[src/hw/genesis_defines.svh]
//////////////////////////////////////////////////////////////////////
// genesis cartridge control constants
// bridge setting addresses, rom header offsets and reset defaults
//////////////////////////////////////////////////////////////////////
`ifndef GENESIS_DEFINES_SVH
`define GENESIS_DEFINES_SVH

// bridge setting addresses
`define GEN_ADDR_MULTITAP   32'h0000_0000
`define GEN_ADDR_AR_CORR    32'h0000_0010
`define GEN_ADDR_COMPOSITE  32'h0000_0020
`define GEN_ADDR_OBJ_LIMIT  32'h0000_0030
`define GEN_ADDR_FM         32'h0000_0040
`define GEN_ADDR_PSG        32'h0000_0050
`define GEN_ADDR_HIFI       32'h0000_0060
`define GEN_ADDR_RESET      32'h0000_0070
`define GEN_ADDR_FM_CHIP    32'h00A0_0000
`define GEN_ADDR_TURBO      32'h00C0_0000
`define GEN_ADDR_REGION     32'h00E0_0000
`define GEN_ADDR_FILTER     32'h00F0_0000

// rom header byte offsets
`define GEN_HDR_REGION0     25'h1F0
`define GEN_HDR_REGION1     25'h1F2
`define GEN_HDR_END         25'h200
`define GEN_HDR_ID0         25'h182 // serial starts in the high byte
`define GEN_HDR_ID1         25'h184
`define GEN_HDR_ID2         25'h186
`define GEN_HDR_ID3         25'h188
`define GEN_HDR_ID4         25'h18A // last serial char in the low byte
`define GEN_HDR_ID_DONE     25'h18C

`define GEN_RESET_HOLD_CYCLES 16

// power-up option values
`define GEN_DEF_MULTITAP    1'b0
`define GEN_DEF_AR_CORR     1'b0
`define GEN_DEF_COMPOSITE   1'b0
`define GEN_DEF_OBJ_LIMIT   1'b1
`define GEN_DEF_FM          1'b1
`define GEN_DEF_PSG         1'b1
`define GEN_DEF_HIFI        1'b1
`define GEN_DEF_FM_CHIP     1'b0
`define GEN_DEF_TURBO       2'd0
`define GEN_DEF_FILTER      2'd0

`endif

[src/hw/genesis_pkg.sv]
//////////////////////////////////////////////////////////////////////
// genesis cartridge control types
// region code, rom download word and address, cart serial, bridge word
//////////////////////////////////////////////////////////////////////
package genesis_pkg;

	// console region as handed to the core
	typedef enum logic [1:0] {
		JP = 2'd0,
		US = 2'd1,
		EU = 2'd2
	} region_e;

	// downloaded rom word, low byte holds the earlier character
	typedef logic [15:0] rom_word_t;

	// byte address of a downloaded word
	typedef logic [24:0] rom_addr_t;

	// eight ascii chars, first one in the top byte
	typedef logic [63:0] cart_id_t;

	// bridge address and data
	typedef logic [31:0] bridge_word_t;

endpackage

[src/hw/cart_load_fsm.sv]
//////////////////////////////////////////////////////////////////////
// cartridge load state machine
// follows the rom download, pulses the decoder clear and region latch
// and keeps the core in reset while the new region is applied
//////////////////////////////////////////////////////////////////////
`timescale 1ns/1ns

module cart_load_fsm (
	input  logic clk_sys,
	input  logic pll_core_locked,
	input  logic cart_download,
	input  logic header_done,
	output logic load_start,
	output logic region_latch,
	output logic region_hold
);

	typedef enum logic [1:0] {
		IDLE,
		LOADING,
		REGION_APPLY
	} state_t;

	state_t state;

	always_ff @(posedge clk_sys or negedge pll_core_locked) begin
		if (!pll_core_locked) begin
			state        <= IDLE;
			load_start   <= 1'b0;
			region_latch <= 1'b0;
		end else begin
			load_start   <= 1'b0; // both are single cycle strobes
			region_latch <= 1'b0;
			case (state)
				IDLE: if (cart_download) begin
					state      <= LOADING;
					load_start <= 1'b1;
				end
				LOADING: if (!cart_download) begin
					state <= IDLE; // aborted before the header end
				end else if (header_done) begin
					state        <= REGION_APPLY;
					region_latch <= 1'b1;
				end
				REGION_APPLY: if (!cart_download) state <= IDLE;
				default: state <= IDLE;
			endcase
		end
	end

	// reset held until the rest of the rom is in
	assign region_hold = (state == REGION_APPLY);

endmodule

[src/hw/cart_quirk_lookup.sv]
//////////////////////////////////////////////////////////////////////
// cartridge quirk lookup
// collects the serial number from the rom header and raises the
// compatibility flag that the table lists for it
//////////////////////////////////////////////////////////////////////
`timescale 1ns/1ns
`include "genesis_defines.svh"

module cart_quirk_lookup (
	input  logic                  clk_sys,
	input  logic                  pll_core_locked,
	input  logic                  cart_download,
	input  logic                  rom_wr,
	input  genesis_pkg::rom_addr_t rom_addr,
	input  genesis_pkg::rom_word_t rom_data,
	input  logic                  load_start,
	output logic                  sram_quirk,
	output logic                  eeprom_quirk,
	output logic                  noram_quirk,
	output logic                  fifo_quirk,
	output logic                  svp_quirk,
	output logic                  fmbusy_quirk
);

	genesis_pkg::cart_id_t cart_id;
	logic                  wr_hit;

	assign wr_hit = rom_wr & cart_download;

	// serial assembly, each word arrives byte swapped
	always_ff @(posedge clk_sys) begin
		if (wr_hit) begin
			if (rom_addr == `GEN_HDR_ID0) cart_id[63:56] <= rom_data[15:8];
			if (rom_addr == `GEN_HDR_ID1) cart_id[55:40] <= {rom_data[7:0], rom_data[15:8]};
			if (rom_addr == `GEN_HDR_ID2) cart_id[39:24] <= {rom_data[7:0], rom_data[15:8]};
			if (rom_addr == `GEN_HDR_ID3) cart_id[23:8]  <= {rom_data[7:0], rom_data[15:8]};
			if (rom_addr == `GEN_HDR_ID4) cart_id[7:0]   <= rom_data[7:0];
		end
	end

	//////////////////////////////////////////////////////////////////////
	// quirk table
	//////////////////////////////////////////////////////////////////////

	always_ff @(posedge clk_sys or negedge pll_core_locked) begin
		if (!pll_core_locked) begin
			{sram_quirk, eeprom_quirk, noram_quirk} <= 3'b000;
			{fifo_quirk, svp_quirk, fmbusy_quirk}   <= 3'b000;
		end else if (load_start) begin
			{sram_quirk, eeprom_quirk, noram_quirk} <= 3'b000; // new cart
			{fifo_quirk, svp_quirk, fmbusy_quirk}   <= 3'b000;
		end else if (wr_hit && rom_addr == `GEN_HDR_ID_DONE) begin
			case (cart_id)
				"T-081276", "T-81406 ": sram_quirk   <= 1'b1; // battery ram mapped late
				"MK-1215 ", "G-4060  ": eeprom_quirk <= 1'b1;
				"T-113016":             noram_quirk  <= 1'b1; // fake ram check
				"T-89016 ":             fifo_quirk   <= 1'b1;
				"MK-1229 ":             svp_quirk    <= 1'b1;
				"T-35036 ":             fmbusy_quirk <= 1'b1;
				default:                ;
			endcase
		end
	end

endmodule

[src/hw/core_settings_regs.sv]
//////////////////////////////////////////////////////////////////////
// core option registers
// written by the host bridge, region readback and reset request
//////////////////////////////////////////////////////////////////////
`timescale 1ns/1ns
`include "genesis_defines.svh"

module core_settings_regs (
	input  logic                     clk_sys,
	input  logic                     pll_core_locked,
	input  logic                     bridge_wr,
	input  genesis_pkg::bridge_word_t bridge_addr,
	input  genesis_pkg::bridge_word_t bridge_wr_data,
	input  genesis_pkg::region_e     region_req,
	output genesis_pkg::bridge_word_t bridge_rd_data,
	output logic [1:0]               cpu_turbo,
	output logic [1:0]               audio_filter,
	output logic                     multitap_en,
	output logic                     ar_correction_en,
	output logic                     composite_en,
	output logic                     obj_limit_high,
	output logic                     fm_enable,
	output logic                     psg_enable,
	output logic                     hifi_pcm_en,
	output logic                     fm_chip,
	output logic                     hold_req
);

	always_ff @(posedge clk_sys or negedge pll_core_locked) begin
		if (!pll_core_locked) begin
			cpu_turbo        <= `GEN_DEF_TURBO;
			audio_filter     <= `GEN_DEF_FILTER;
			multitap_en      <= `GEN_DEF_MULTITAP;
			ar_correction_en <= `GEN_DEF_AR_CORR;
			composite_en     <= `GEN_DEF_COMPOSITE;
			obj_limit_high   <= `GEN_DEF_OBJ_LIMIT;
			fm_enable        <= `GEN_DEF_FM;
			psg_enable       <= `GEN_DEF_PSG;
			hifi_pcm_en      <= `GEN_DEF_HIFI;
			fm_chip          <= `GEN_DEF_FM_CHIP;
		end else if (bridge_wr) begin
			case (bridge_addr)
				`GEN_ADDR_TURBO:     cpu_turbo        <= bridge_wr_data[1:0];
				`GEN_ADDR_FILTER:    audio_filter     <= bridge_wr_data[1:0];
				`GEN_ADDR_MULTITAP:  multitap_en      <= bridge_wr_data[0];
				`GEN_ADDR_AR_CORR:   ar_correction_en <= bridge_wr_data[0];
				`GEN_ADDR_COMPOSITE: composite_en     <= bridge_wr_data[0];
				`GEN_ADDR_OBJ_LIMIT: obj_limit_high   <= bridge_wr_data[0];
				`GEN_ADDR_FM:        fm_enable        <= bridge_wr_data[0];
				`GEN_ADDR_PSG:       psg_enable       <= bridge_wr_data[0];
				`GEN_ADDR_HIFI:      hifi_pcm_en      <= bridge_wr_data[0];
				`GEN_ADDR_FM_CHIP:   fm_chip          <= bridge_wr_data[0];
				default:             ;
			endcase
		end
	end

	// any nonzero value restarts the hold timer
	assign hold_req = bridge_wr && (bridge_addr == `GEN_ADDR_RESET) && (bridge_wr_data != '0);

	// only the region is readable
	always_comb begin
		if (bridge_addr == `GEN_ADDR_REGION) bridge_rd_data = genesis_pkg::bridge_word_t'(region_req);
		else bridge_rd_data = '0;
	end

endmodule

[src/hw/genesis_cart_top.sv]
//////////////////////////////////////////////////////////////////////
// genesis cartridge control top level
// settings, header region detect, quirk lookup and core reset
//////////////////////////////////////////////////////////////////////
`timescale 1ns/1ns

module genesis_cart_top (
	input  logic                     clk_sys,
	input  logic                     pll_core_locked,
	input  logic                     bridge_wr,
	input  genesis_pkg::bridge_word_t bridge_addr,
	input  genesis_pkg::bridge_word_t bridge_wr_data,
	output genesis_pkg::bridge_word_t bridge_rd_data,
	input  logic                     cart_download,
	input  logic                     rom_wr,
	input  genesis_pkg::rom_addr_t    rom_addr,
	input  genesis_pkg::rom_word_t    rom_data,
	output genesis_pkg::region_e     region_req,
	output logic                     sram_quirk,
	output logic                     eeprom_quirk,
	output logic                     noram_quirk,
	output logic                     fifo_quirk,
	output logic                     svp_quirk,
	output logic                     fmbusy_quirk,
	output logic [1:0]               cpu_turbo,
	output logic [1:0]               audio_filter,
	output logic                     multitap_en,
	output logic                     ar_correction_en,
	output logic                     composite_en,
	output logic                     obj_limit_high,
	output logic                     fm_enable,
	output logic                     psg_enable,
	output logic                     hifi_pcm_en,
	output logic                     fm_chip,
	output logic                     core_reset_n
);

	logic header_done;
	logic load_start;
	logic region_latch;
	logic region_hold;
	logic hold_req;
	logic timer_busy;

	//////////////////////////////////////////////////////////////////////
	// rom download path
	//////////////////////////////////////////////////////////////////////

	cart_load_fsm u_cart_load_fsm (
		.clk_sys(clk_sys), .pll_core_locked(pll_core_locked),
		.cart_download(cart_download), .header_done(header_done),
		.load_start(load_start), .region_latch(region_latch), .region_hold(region_hold)
	);

	header_region_decoder u_header_region_decoder (
		.clk_sys(clk_sys), .pll_core_locked(pll_core_locked),
		.cart_download(cart_download), .rom_wr(rom_wr),
		.rom_addr(rom_addr), .rom_data(rom_data),
		.load_start(load_start), .region_latch(region_latch),
		.header_done(header_done), .region_req(region_req)
	);

	cart_quirk_lookup u_cart_quirk_lookup (
		.clk_sys(clk_sys), .pll_core_locked(pll_core_locked),
		.cart_download(cart_download), .rom_wr(rom_wr),
		.rom_addr(rom_addr), .rom_data(rom_data), .load_start(load_start),
		.sram_quirk(sram_quirk), .eeprom_quirk(eeprom_quirk), .noram_quirk(noram_quirk),
		.fifo_quirk(fifo_quirk), .svp_quirk(svp_quirk), .fmbusy_quirk(fmbusy_quirk)
	);

	//////////////////////////////////////////////////////////////////////
	// host settings and reset
	//////////////////////////////////////////////////////////////////////

	core_settings_regs u_core_settings_regs (
		.clk_sys(clk_sys), .pll_core_locked(pll_core_locked),
		.bridge_wr(bridge_wr), .bridge_addr(bridge_addr), .bridge_wr_data(bridge_wr_data),
		.region_req(region_req), .bridge_rd_data(bridge_rd_data),
		.cpu_turbo(cpu_turbo), .audio_filter(audio_filter),
		.multitap_en(multitap_en), .ar_correction_en(ar_correction_en),
		.composite_en(composite_en), .obj_limit_high(obj_limit_high),
		.fm_enable(fm_enable), .psg_enable(psg_enable),
		.hifi_pcm_en(hifi_pcm_en), .fm_chip(fm_chip), .hold_req(hold_req)
	);

	reset_hold_timer u_reset_hold_timer (
		.clk_sys(clk_sys), .pll_core_locked(pll_core_locked),
		.hold_req(hold_req), .busy(timer_busy)
	);

	// core stays in reset out of power-up until the first clean cycle
	always_ff @(posedge clk_sys or negedge pll_core_locked) begin
		if (!pll_core_locked) begin
			core_reset_n <= 1'b0;
		end else begin
			core_reset_n <= ~(region_hold | timer_busy);
		end
	end

endmodule

[src/hw/header_region_decoder.sv]
//////////////////////////////////////////////////////////////////////
// rom header region decoder
// watches the region field of the downloaded header and picks the
// region the core runs in
//////////////////////////////////////////////////////////////////////
`timescale 1ns/1ns
`include "genesis_defines.svh"

module header_region_decoder (
	input  logic                  clk_sys,
	input  logic                  pll_core_locked,
	input  logic                  cart_download,
	input  logic                  rom_wr,
	input  genesis_pkg::rom_addr_t rom_addr,
	input  genesis_pkg::rom_word_t rom_data,
	input  logic                  load_start,
	input  logic                  region_latch,
	output logic                  header_done,
	output genesis_pkg::region_e  region_req
);

	// {j, u, e} per region letter
	function automatic logic [2:0] letter_hit(input logic [7:0] ch);
		case (ch)
			"J":     return 3'b100;
			"U":     return 3'b010;
			"E":     return 3'b001;
			default: return 3'b000;
		endcase
	endfunction

	logic       wr_hit;
	logic [2:0] flags; // j u e
	logic [2:0] flags_nxt;
	logic [2:0] lo_hit;
	logic [2:0] hi_hit;
	logic [3:0] hrgn;
	logic [7:0] lo_byte;

	assign wr_hit  = rom_wr & cart_download;
	assign lo_byte = rom_data[7:0];
	assign lo_hit  = letter_hit(lo_byte);
	assign hi_hit  = letter_hit(rom_data[15:8]);
	assign hrgn    = rom_data[3:0] - 4'd7; // hex letter code to value

	always_comb begin
		flags_nxt = flags;
		if (wr_hit && rom_addr == `GEN_HDR_REGION0) begin
			if (|lo_hit) flags_nxt = flags_nxt | lo_hit;
			else if (lo_byte >= "0" && lo_byte <= "9") flags_nxt = {rom_data[0], rom_data[2], rom_data[3]};
			else if (lo_byte >= "A" && lo_byte <= "F") flags_nxt = {hrgn[0], hrgn[2], hrgn[3]};
			flags_nxt = flags_nxt | hi_hit; // second char, letters only
		end
		if (wr_hit && rom_addr == `GEN_HDR_REGION1) flags_nxt = flags_nxt | lo_hit;
	end

	always_ff @(posedge clk_sys or negedge pll_core_locked) begin
		if (!pll_core_locked) begin
			flags       <= 3'b000;
			header_done <= 1'b0;
			region_req  <= genesis_pkg::US;
		end else begin
			flags       <= load_start ? 3'b000 : flags_nxt;
			header_done <= wr_hit && (rom_addr == `GEN_HDR_END);
			if (region_latch) begin
				if (flags[1])      region_req <= genesis_pkg::US;
				else if (flags[0]) region_req <= genesis_pkg::EU;
				else if (flags[2]) region_req <= genesis_pkg::JP;
				else               region_req <= genesis_pkg::US; // nothing found
			end
		end
	end

endmodule

[src/hw/reset_hold_timer.sv]
//////////////////////////////////////////////////////////////////////
// reset hold timer
// keeps the core in reset for a fixed time after a host request
//////////////////////////////////////////////////////////////////////
`timescale 1ns/1ns
`include "genesis_defines.svh"

module reset_hold_timer (
	input  logic clk_sys,
	input  logic pll_core_locked,
	input  logic hold_req,
	output logic busy
);

	localparam int CNT_W = $clog2(`GEN_RESET_HOLD_CYCLES + 1);

	logic [CNT_W-1:0] count;

	always_ff @(posedge clk_sys or negedge pll_core_locked) begin
		if (!pll_core_locked) begin
			count <= '0;
		end else if (hold_req) begin
			count <= CNT_W'(`GEN_RESET_HOLD_CYCLES); // retrigger restarts the hold
		end else if (count != '0) begin
			count <= count - 1'b1;
		end
	end

	assign busy = (count != '0);

endmodule

[config.mk]
export PLATFORM = sky130hd
export DESIGN_NAME = genesis_cart_top
export DESIGN_NICKNAME = d
export VERILOG_FILES = /design/src/hw/genesis_pkg.sv /design/src/hw/cart_load_fsm.sv /design/src/hw/cart_quirk_lookup.sv /design/src/hw/core_settings_regs.sv /design/src/hw/genesis_cart_top.sv /design/src/hw/header_region_decoder.sv /design/src/hw/reset_hold_timer.sv
export VERILOG_INCLUDE_DIRS = /design/src /design/src/hw
export SDC_FILE = /design/constraint.sdc
export NUM_CORES = 1
export LEC_CHECK = 0
export BUFFER_PORTS_ARGS = -buffer_cell sky130_fd_sc_hd__buf_4
export CAP_MARGIN = 10
export CORE_ASPECT_RATIO = 0.6
export CORE_MARGIN = 1
export CORE_UTILIZATION = 35
export DETAILED_ROUTE_END_ITERATION = 10
export PLACE_DENSITY = 0.6
export REMOVE_ABC_BUFFERS = 1
export SYNTH_ARGS = -nofsm -noshare
export SYNTH_HDL_FRONTEND = slang
export SYNTH_SLANG_ARGS = --single-unit
[constraint.sdc]
create_clock -name clk_sys -period 2.5 [get_ports clk_sys]
set_input_delay 0.125 -clock clk_sys [delete_from_list [all_inputs] [get_ports clk_sys]]
set_output_delay 0.125 -clock clk_sys [all_outputs]
set_load 0.05 [all_outputs]
## Word level (Yosys, flattened, before mapping)

Cells that the tools add are included.

| word-level totals | value |
|---|---|
| word-level logic and storage cells | 168 |
| output and inout bits | 53 |
| register bits after elaboration | 98 |
| input port bits | 110 |

| operators by class | value |
|---|---|
| mux-type cells | 43 |
| eq/ne operators | 39 |
| bitwise operators | 6 |
| reduce and logical (&&, ||, !) cells | 45 |
| $lt $le $gt $ge | 4 |
| $add $sub $neg | 2 |

Operators by type and width:

| operator | number |
|---|---|
| == test 64 x 63 -> 1 bit (second input constant) | 8 |
| == test 25 x 9 -> 1 bit (second input constant) | 8 |
| == test 32 x 24 -> 1 bit (second input constant) | 4 |
| == test 32 x 7 -> 1 bit (second input constant) | 4 |
| == test 32 x 6 -> 1 bit (second input constant) | 2 |
| == test 8 x 7 -> 1 bit (second input constant) | 6 |
| AND reduction 2 bit | 21 |
| == test 32 x 5 -> 1 bit (second input constant) | 1 |
| zero test 32 bit | 1 |
| nonzero test 32 bit | 1 |
| == test 25 x 10 -> 1 bit (second input constant) | 1 |
| two-way mux 1 bit | 24 |
| two-way mux 3 bit | 7 |
| one-hot mux 3 bit (3 select lines) | 2 |
| nonzero test 2 bit | 8 |
| two-way mux 2 bit | 7 |
| two-way mux 5 bit | 2 |
| OR 3 bit | 3 |
| >= comparator 8 x 6 -> 1 bit (second input constant) | 1 |
| >= comparator 8 x 7 -> 1 bit (second input constant) | 1 |
| less-or-equal comparator 8 x 6 -> 1 bit (second input constant) | 1 |
| less-or-equal comparator 8 x 7 -> 1 bit (second input constant) | 1 |
| logical AND 1 bit | 8 |
| one-hot mux 2 bit (3 select lines) | 1 |
| other kinds (14) | 16 |

## Depth between registers and ports, before layout

| depth | value |
|---|---|
| depth after elaboration | 11 |
| mapped depth | 6 |
| gate-level depth less buffers | 6 |

## Cells and area by module

Synthesis repeated with hierarchy kept, for this count alone.

| unflattened totals | value |
|---|---|
| cell total of the unflattened synthesis | 426 |
| area total of the unflattened synthesis | 5043.6 µm² |

By module, submodules not included:

| module | area each (µm²) | times used | seq. area each (µm²) | cells an instance |
|---|---|---|---|---|
| cart_quirk_lookup | 2852.7 | 1 | 2072.0 | 188 |
| core_settings_regs | 1032.2 | 1 | 305.3 | 114 |
| header_region_decoder | 721.9 | 1 | 151.4 | 86 |
| reset_hold_timer | 261.5 | 1 | 125.1 | 25 |
| cart_load_fsm | 146.4 | 1 | 100.1 | 11 |
| genesis_cart_top | 28.8 | 1 | 25.0 | 2 |

## Worst setup path before layout

No wires, ideal clock.

| timing path | value |
|---|---|
| path kind | input port to flip-flop |
| start | input port rom_addr[17] |
| end | register u_cart_quirk_lookup.cart_id[10], enable pin |
| stages | 5 |
| arrival time | 2.870 ns |
| buffers on the path | 0 |
| data required time | 2.070 ns |
| path slack | -0.800 ns |
| library setup time | 0.430 ns |
| path through | or4_1 > nor2_1 > nand3_1 > or2_1 > nor4_1 |

| between the ends | value |
|---|---|
| word-level cells in the longest chain between the ends | 2 |

Ends and longest elaborated chain:

| element | RTL line | source |
|---|---|---|
| start: declaration | genesis_cart_top.sv:16 | `input genesis_pkg::rom_addr_t rom_addr,` |
| == test 25 x 9 -> 1 bit (no line) | -- |  |
| AND reduction 2 bit (no line) | -- |  |
| end signal: assignment | cart_quirk_lookup.sv:36 | `` if (rom_addr == `GEN_HDR_ID3) cart_id[23:8] <= {rom_data[7:0], rom_data[15:8]}; `` |
| end: declaration | cart_quirk_lookup.sv:25 | `genesis_pkg::cart_id_t cart_id;` |

No other way between the ends.
A chain may end at the register's enable or synchronous reset.

## Final worst setup path

| timing path | value |
|---|---|
| start | register u_cart_quirk_lookup.cart_id[11] |
| end | register u_cart_quirk_lookup.sram_quirk |

| between the ends | value |
|---|---|
| word-level cells in the longest chain between the ends | 4 |
| elaborated cells between the ends (all ways) | 5 |
| classes of those cells | eq/ne: 2; reduce/logical: 3 |

Ends and longest elaborated chain:

| element | RTL line | source |
|---|---|---|
| == test 64 x 63 -> 1 bit | cart_quirk_lookup.sv:53 | `case (cart_id)` |
| OR reduction 2 bit * | cart_quirk_lookup.sv:53 |  |
| nonzero test 2 bit (no line) * | -- |  |
| AND reduction 2 bit (no line) * | -- |  |
| end signal: assignment | cart_quirk_lookup.sv:47 | `{sram_quirk, eeprom_quirk, noram_quirk} <= 3'b000;` |
| end signal: assignment | cart_quirk_lookup.sv:50 | `{sram_quirk, eeprom_quirk, noram_quirk} <= 3'b000;` |
| end signal: assignment | cart_quirk_lookup.sv:54 | `"T-081276", "T-81406 ": sram_quirk <= 1'b1; // battery ram mapped late` |
| end: declaration | cart_quirk_lookup.sv:17 | `output logic sram_quirk,` |

Mark *: on every way between the ends. The rest lies on a longest branch, timed or not.

==> results.json <==
{
  "grt_use_total_pct": 18.7,
  "p_total_mw": 3.37,
  "placedCellCount": 712,
  "fmax_ghz": 0.482,
  "die_y_um": 92.1,
  "num-nets-final": 668,
  "p_leak_nw": 2.44,
  "r2r-start": "u_cart_quirk_lookup.cart_id[11]$_DFFE_PP_",
  "grt_pass1_wl_um": 19500,
  "crit_path_end_kind": "flip-flop",
  "cts_hold_buffers": 3,
  "final_cells": 732,
  "drive_gt1_share_pct": 32.1,
  "setup_viol": 0,
  "cp_num_buf_inv": 0,
  "post-dp-hpwl_um": 10500,
  "p_per_area_mw_per_mm2": 541,
  "gp_congestion": 0.867,
  "numCtsBuffers": 9,
  "ys_seq_area_share_pct": 58.6,
  "clk_latency_ns": 0.34,
  "min_path_cells": 1,
  "worstMarginPinSlew_ns": 0.505,
  "m1WireLength_um": 6650,
  "cp.required_ns": 2.76,
  "core.rowCount": 32,
  "via_per_inst": 5.25,
  "yosysMostFrequentCell": "edfxtp_1",
  "route.met2.wl_um": 5410,
  "first_pass_iters": 10,
  "numPortBuffers": 132,
  "grt_max_degree": 35,
  "antenna_found_initial": 0,
  "synth_cell_types": 58,
  "max-slew-margin-rel_pct": 66.0,
  "cts_tree": "done",
  "cts_setup_buffers": 0,
  "clock_path_buffers": 2,
  "synth-seq-cells": 98,
  "slew_viol_final": 0,
  "die_w_um": 152,
  "drv_cap": 0,
  "outcome": "finished, violations left",
  "worst_clock_skew_ns": 0.0101,
  "start_kind": "flip-flop",
  "route.met3.wl_um": 950,
  "rsz0062_at_grt": "false",
  "top_layer_used": "met4",
  "synthCells": 404,
  "crit_type": "flip-flop to flip-flop",
  "syn_area_per_cell_um2": 11.7,
  "post_drt_wl_per_cell_um": 17.8,
  "synthTopCellsByArea": "edfxtp_1 (41%), dfrtp_1 (15%), buf_4 (4.8%)",
  "fin_crit_ns": 2.07,
  "synthesis.area_mm2": 0.00474,
  "fin_crit_sh_pct": 82.9,
  "cts_resized": 0,
  "cp.depth": 6,
  "num_vias": 3843,
  "hold_path.class": "input pin to flip-flop",
  "worst-path-max-fanout": 4,
  "yosys_warnings": 0,
  "hold_viol_final": 0,
  "drc": 12,
  "arrival_ns": 2.33,
  "htreeDepth": 3,
  "cpPeakStageDelay_ns": 0.54,
  "clock_sinks": 98,
  "grt_pass1_vias": 3530,
  "ir_drop_mv": 0.354,
  "reg2reg_depth": 6,
  "cts_root_buffer": "clkbuf_16",
  "grt_overflow_total": 0,
  "cp_top_family": "simple AND/OR/NAND/NOR gates",
  "async_reset_ff_share_pct": 34.7,
  "area_delta_synth_final_pct": 31.7,
  "start_util_pct": 36.4,
  "yosys.area.top_type": "edfxtp_1",
  "violations": "design-rule violations",
  "synth_common_cells": "edfxtp_1 (64), nor2_1 (36), nor4_1 (33), buf_4 (30), dfrtp_1 (29)",
  "clk_pin_slew_ns": 0.07,
  "synth_edf_count": 64,
  "synth_flop_cell": "edfxtp_1",
  "routed_wl_um": 13100,
  "crit_chain": "or4bb_1, nor4_1, nand4b_1, nor4_1, o21ai_0, a21oi_1",
  "die-area_mm2": 0.0140,
  "fin_setup_tns_ns": 0,
  "final_antenna_net_count": 0,
  "core_area_mm2": 0.0130,
  "pin_count": 163,
  "netlist.area_leader.share_pct": 40.5,
  "cpMostUsedCell": "nor4_1",
  "hp-start": "rom_data[13]",
  "critPathSlowestCell": "or4bb_1",
  "drt-initial-drc-count": 267,
  "cp-startpoint": "u_cart_quirk_lookup.cart_id[11]$_DFFE_PP_"
}
==> worst paths after layout <==
kind	slack, ns	end
hold / removal	0.005	u_cart_quirk_lookup.cart_id[45]$_DFFE_PP_
setup / recovery	0.43	u_cart_quirk_lookup.sram_quirk$_DFFE_PN0P_
setup reg to reg	0.43	u_cart_quirk_lookup.sram_quirk$_DFFE_PN0P_
hold reg to reg	0.45	u_cart_load_fsm.state[0]$_DFFE_PN0P_
min in group asynchronous	0.27	u_core_settings_regs.audio_filter[0]$_DFFE_PN0P_
max in group asynchronous	1.87	u_core_settings_regs.obj_limit_high$_DFFE_PN1P_
==> cell usage in the layout, fill, tap and decap left out, drive strengths merged, types with 4 or more instances in the layout <==
cell type / instances
nor4b: 5
or4b: 4
nand4: 12
inv: 15
clkbuf: 9
or4: 9
edfxtp: 64
nand2b: 9
nor4: 33
nor2: 36
nand4b: 7
mux2: 12
nand2: 22
buf: 142
nand3: 10
nor2b: 4
nor3: 22
dfstp: 5
o21ai: 9
nor4bb: 5
nor3b: 5
conb: 30
a21oi: 11
dfrtp: 29
==> worst reg2reg max path, cell delays in order, from the launching register on <==
cell and delay, ns:
edfxtp_1 0.43, or4bb_1 0.54, nor4_1 0.25, nand4b_1 0.17, nor4_1 0.28, o21ai_0 0.17, a21oi_1 0.16
==> flip-flops by register name, summed over array words and instances, names as in the netlist, 2 cells and up <==
| name | count |
|---|---|
| u_header_region_decoder.flags | 3 |
| u_core_settings_regs.audio_filter | 2 |
| u_cart_load_fsm.state | 2 |
| u_cart_quirk_lookup.cart_id | 64 |
| u_header_region_decoder.region_req | 2 |
| u_reset_hold_timer.count | 5 |
| u_core_settings_regs.cpu_turbo | 2 |
==> stage by stage <==
stage	util, %	hold slack, ns	setup WS [ns]	cell area (um^2)
6_report	48.0	0.00539	0.427	6240
5_1_grt	47.9	0.00380	0.163	6240
4_1_cts	47.9	0.00165	0.435	6240
3_5_place_dp	45.5	0.0976	0.207	5920
3_3_place_gp	45.5	0.0935	0.245	5920
2_1_floorplan	-	-0.171	-0.800	4610
==> cell families (layout without fill, tap and decap cells) <==
family	after synthesis	in the layout	synth area share, %
AOI/OAI and AO/OA	39	39	5.33
xor gates and xnor gates	3	3	0.554
adders and majority gates	2	2	0.528
buffers and inverters	45	173	5.94
DFF	98	98	58.6
muxes	13	13	3.06
other	1	31	0.0791
and+or+nand+nor	203	203	25.9
==> area by class of cell <==
cell class | count | area, um^2
Clock buffer | 9 | 225
Antenna cell | 1 | 2.50
Clock inverter | 7 | 61.3
Fill cell | 1149 | 6770
Timing Repair Buffer | 145 | 1110
Multi-Input combinational cell | 290 | 1810
Tap cell | 170 | 213
Sequential cell | 98 | 2780
Inverter | 12 | 45.0
==> where the power goes <==
part	switching, mW	internal [mW]	total, mW
registers	0.00422	1.73	1.74
logic	0.203	0.132	0.335
clock network	0.611	0.693	1.30
total	0.819	2.56	3.37
==> metal layers <==
layer	global-route usage, %	vias up
met5	0	-
met4	3.66	0
met3	4.25	6
met2	25.0	150
met1	29.8	1876
li1	-	1811
No activity file was read; power rests on OpenSTA's default activity.
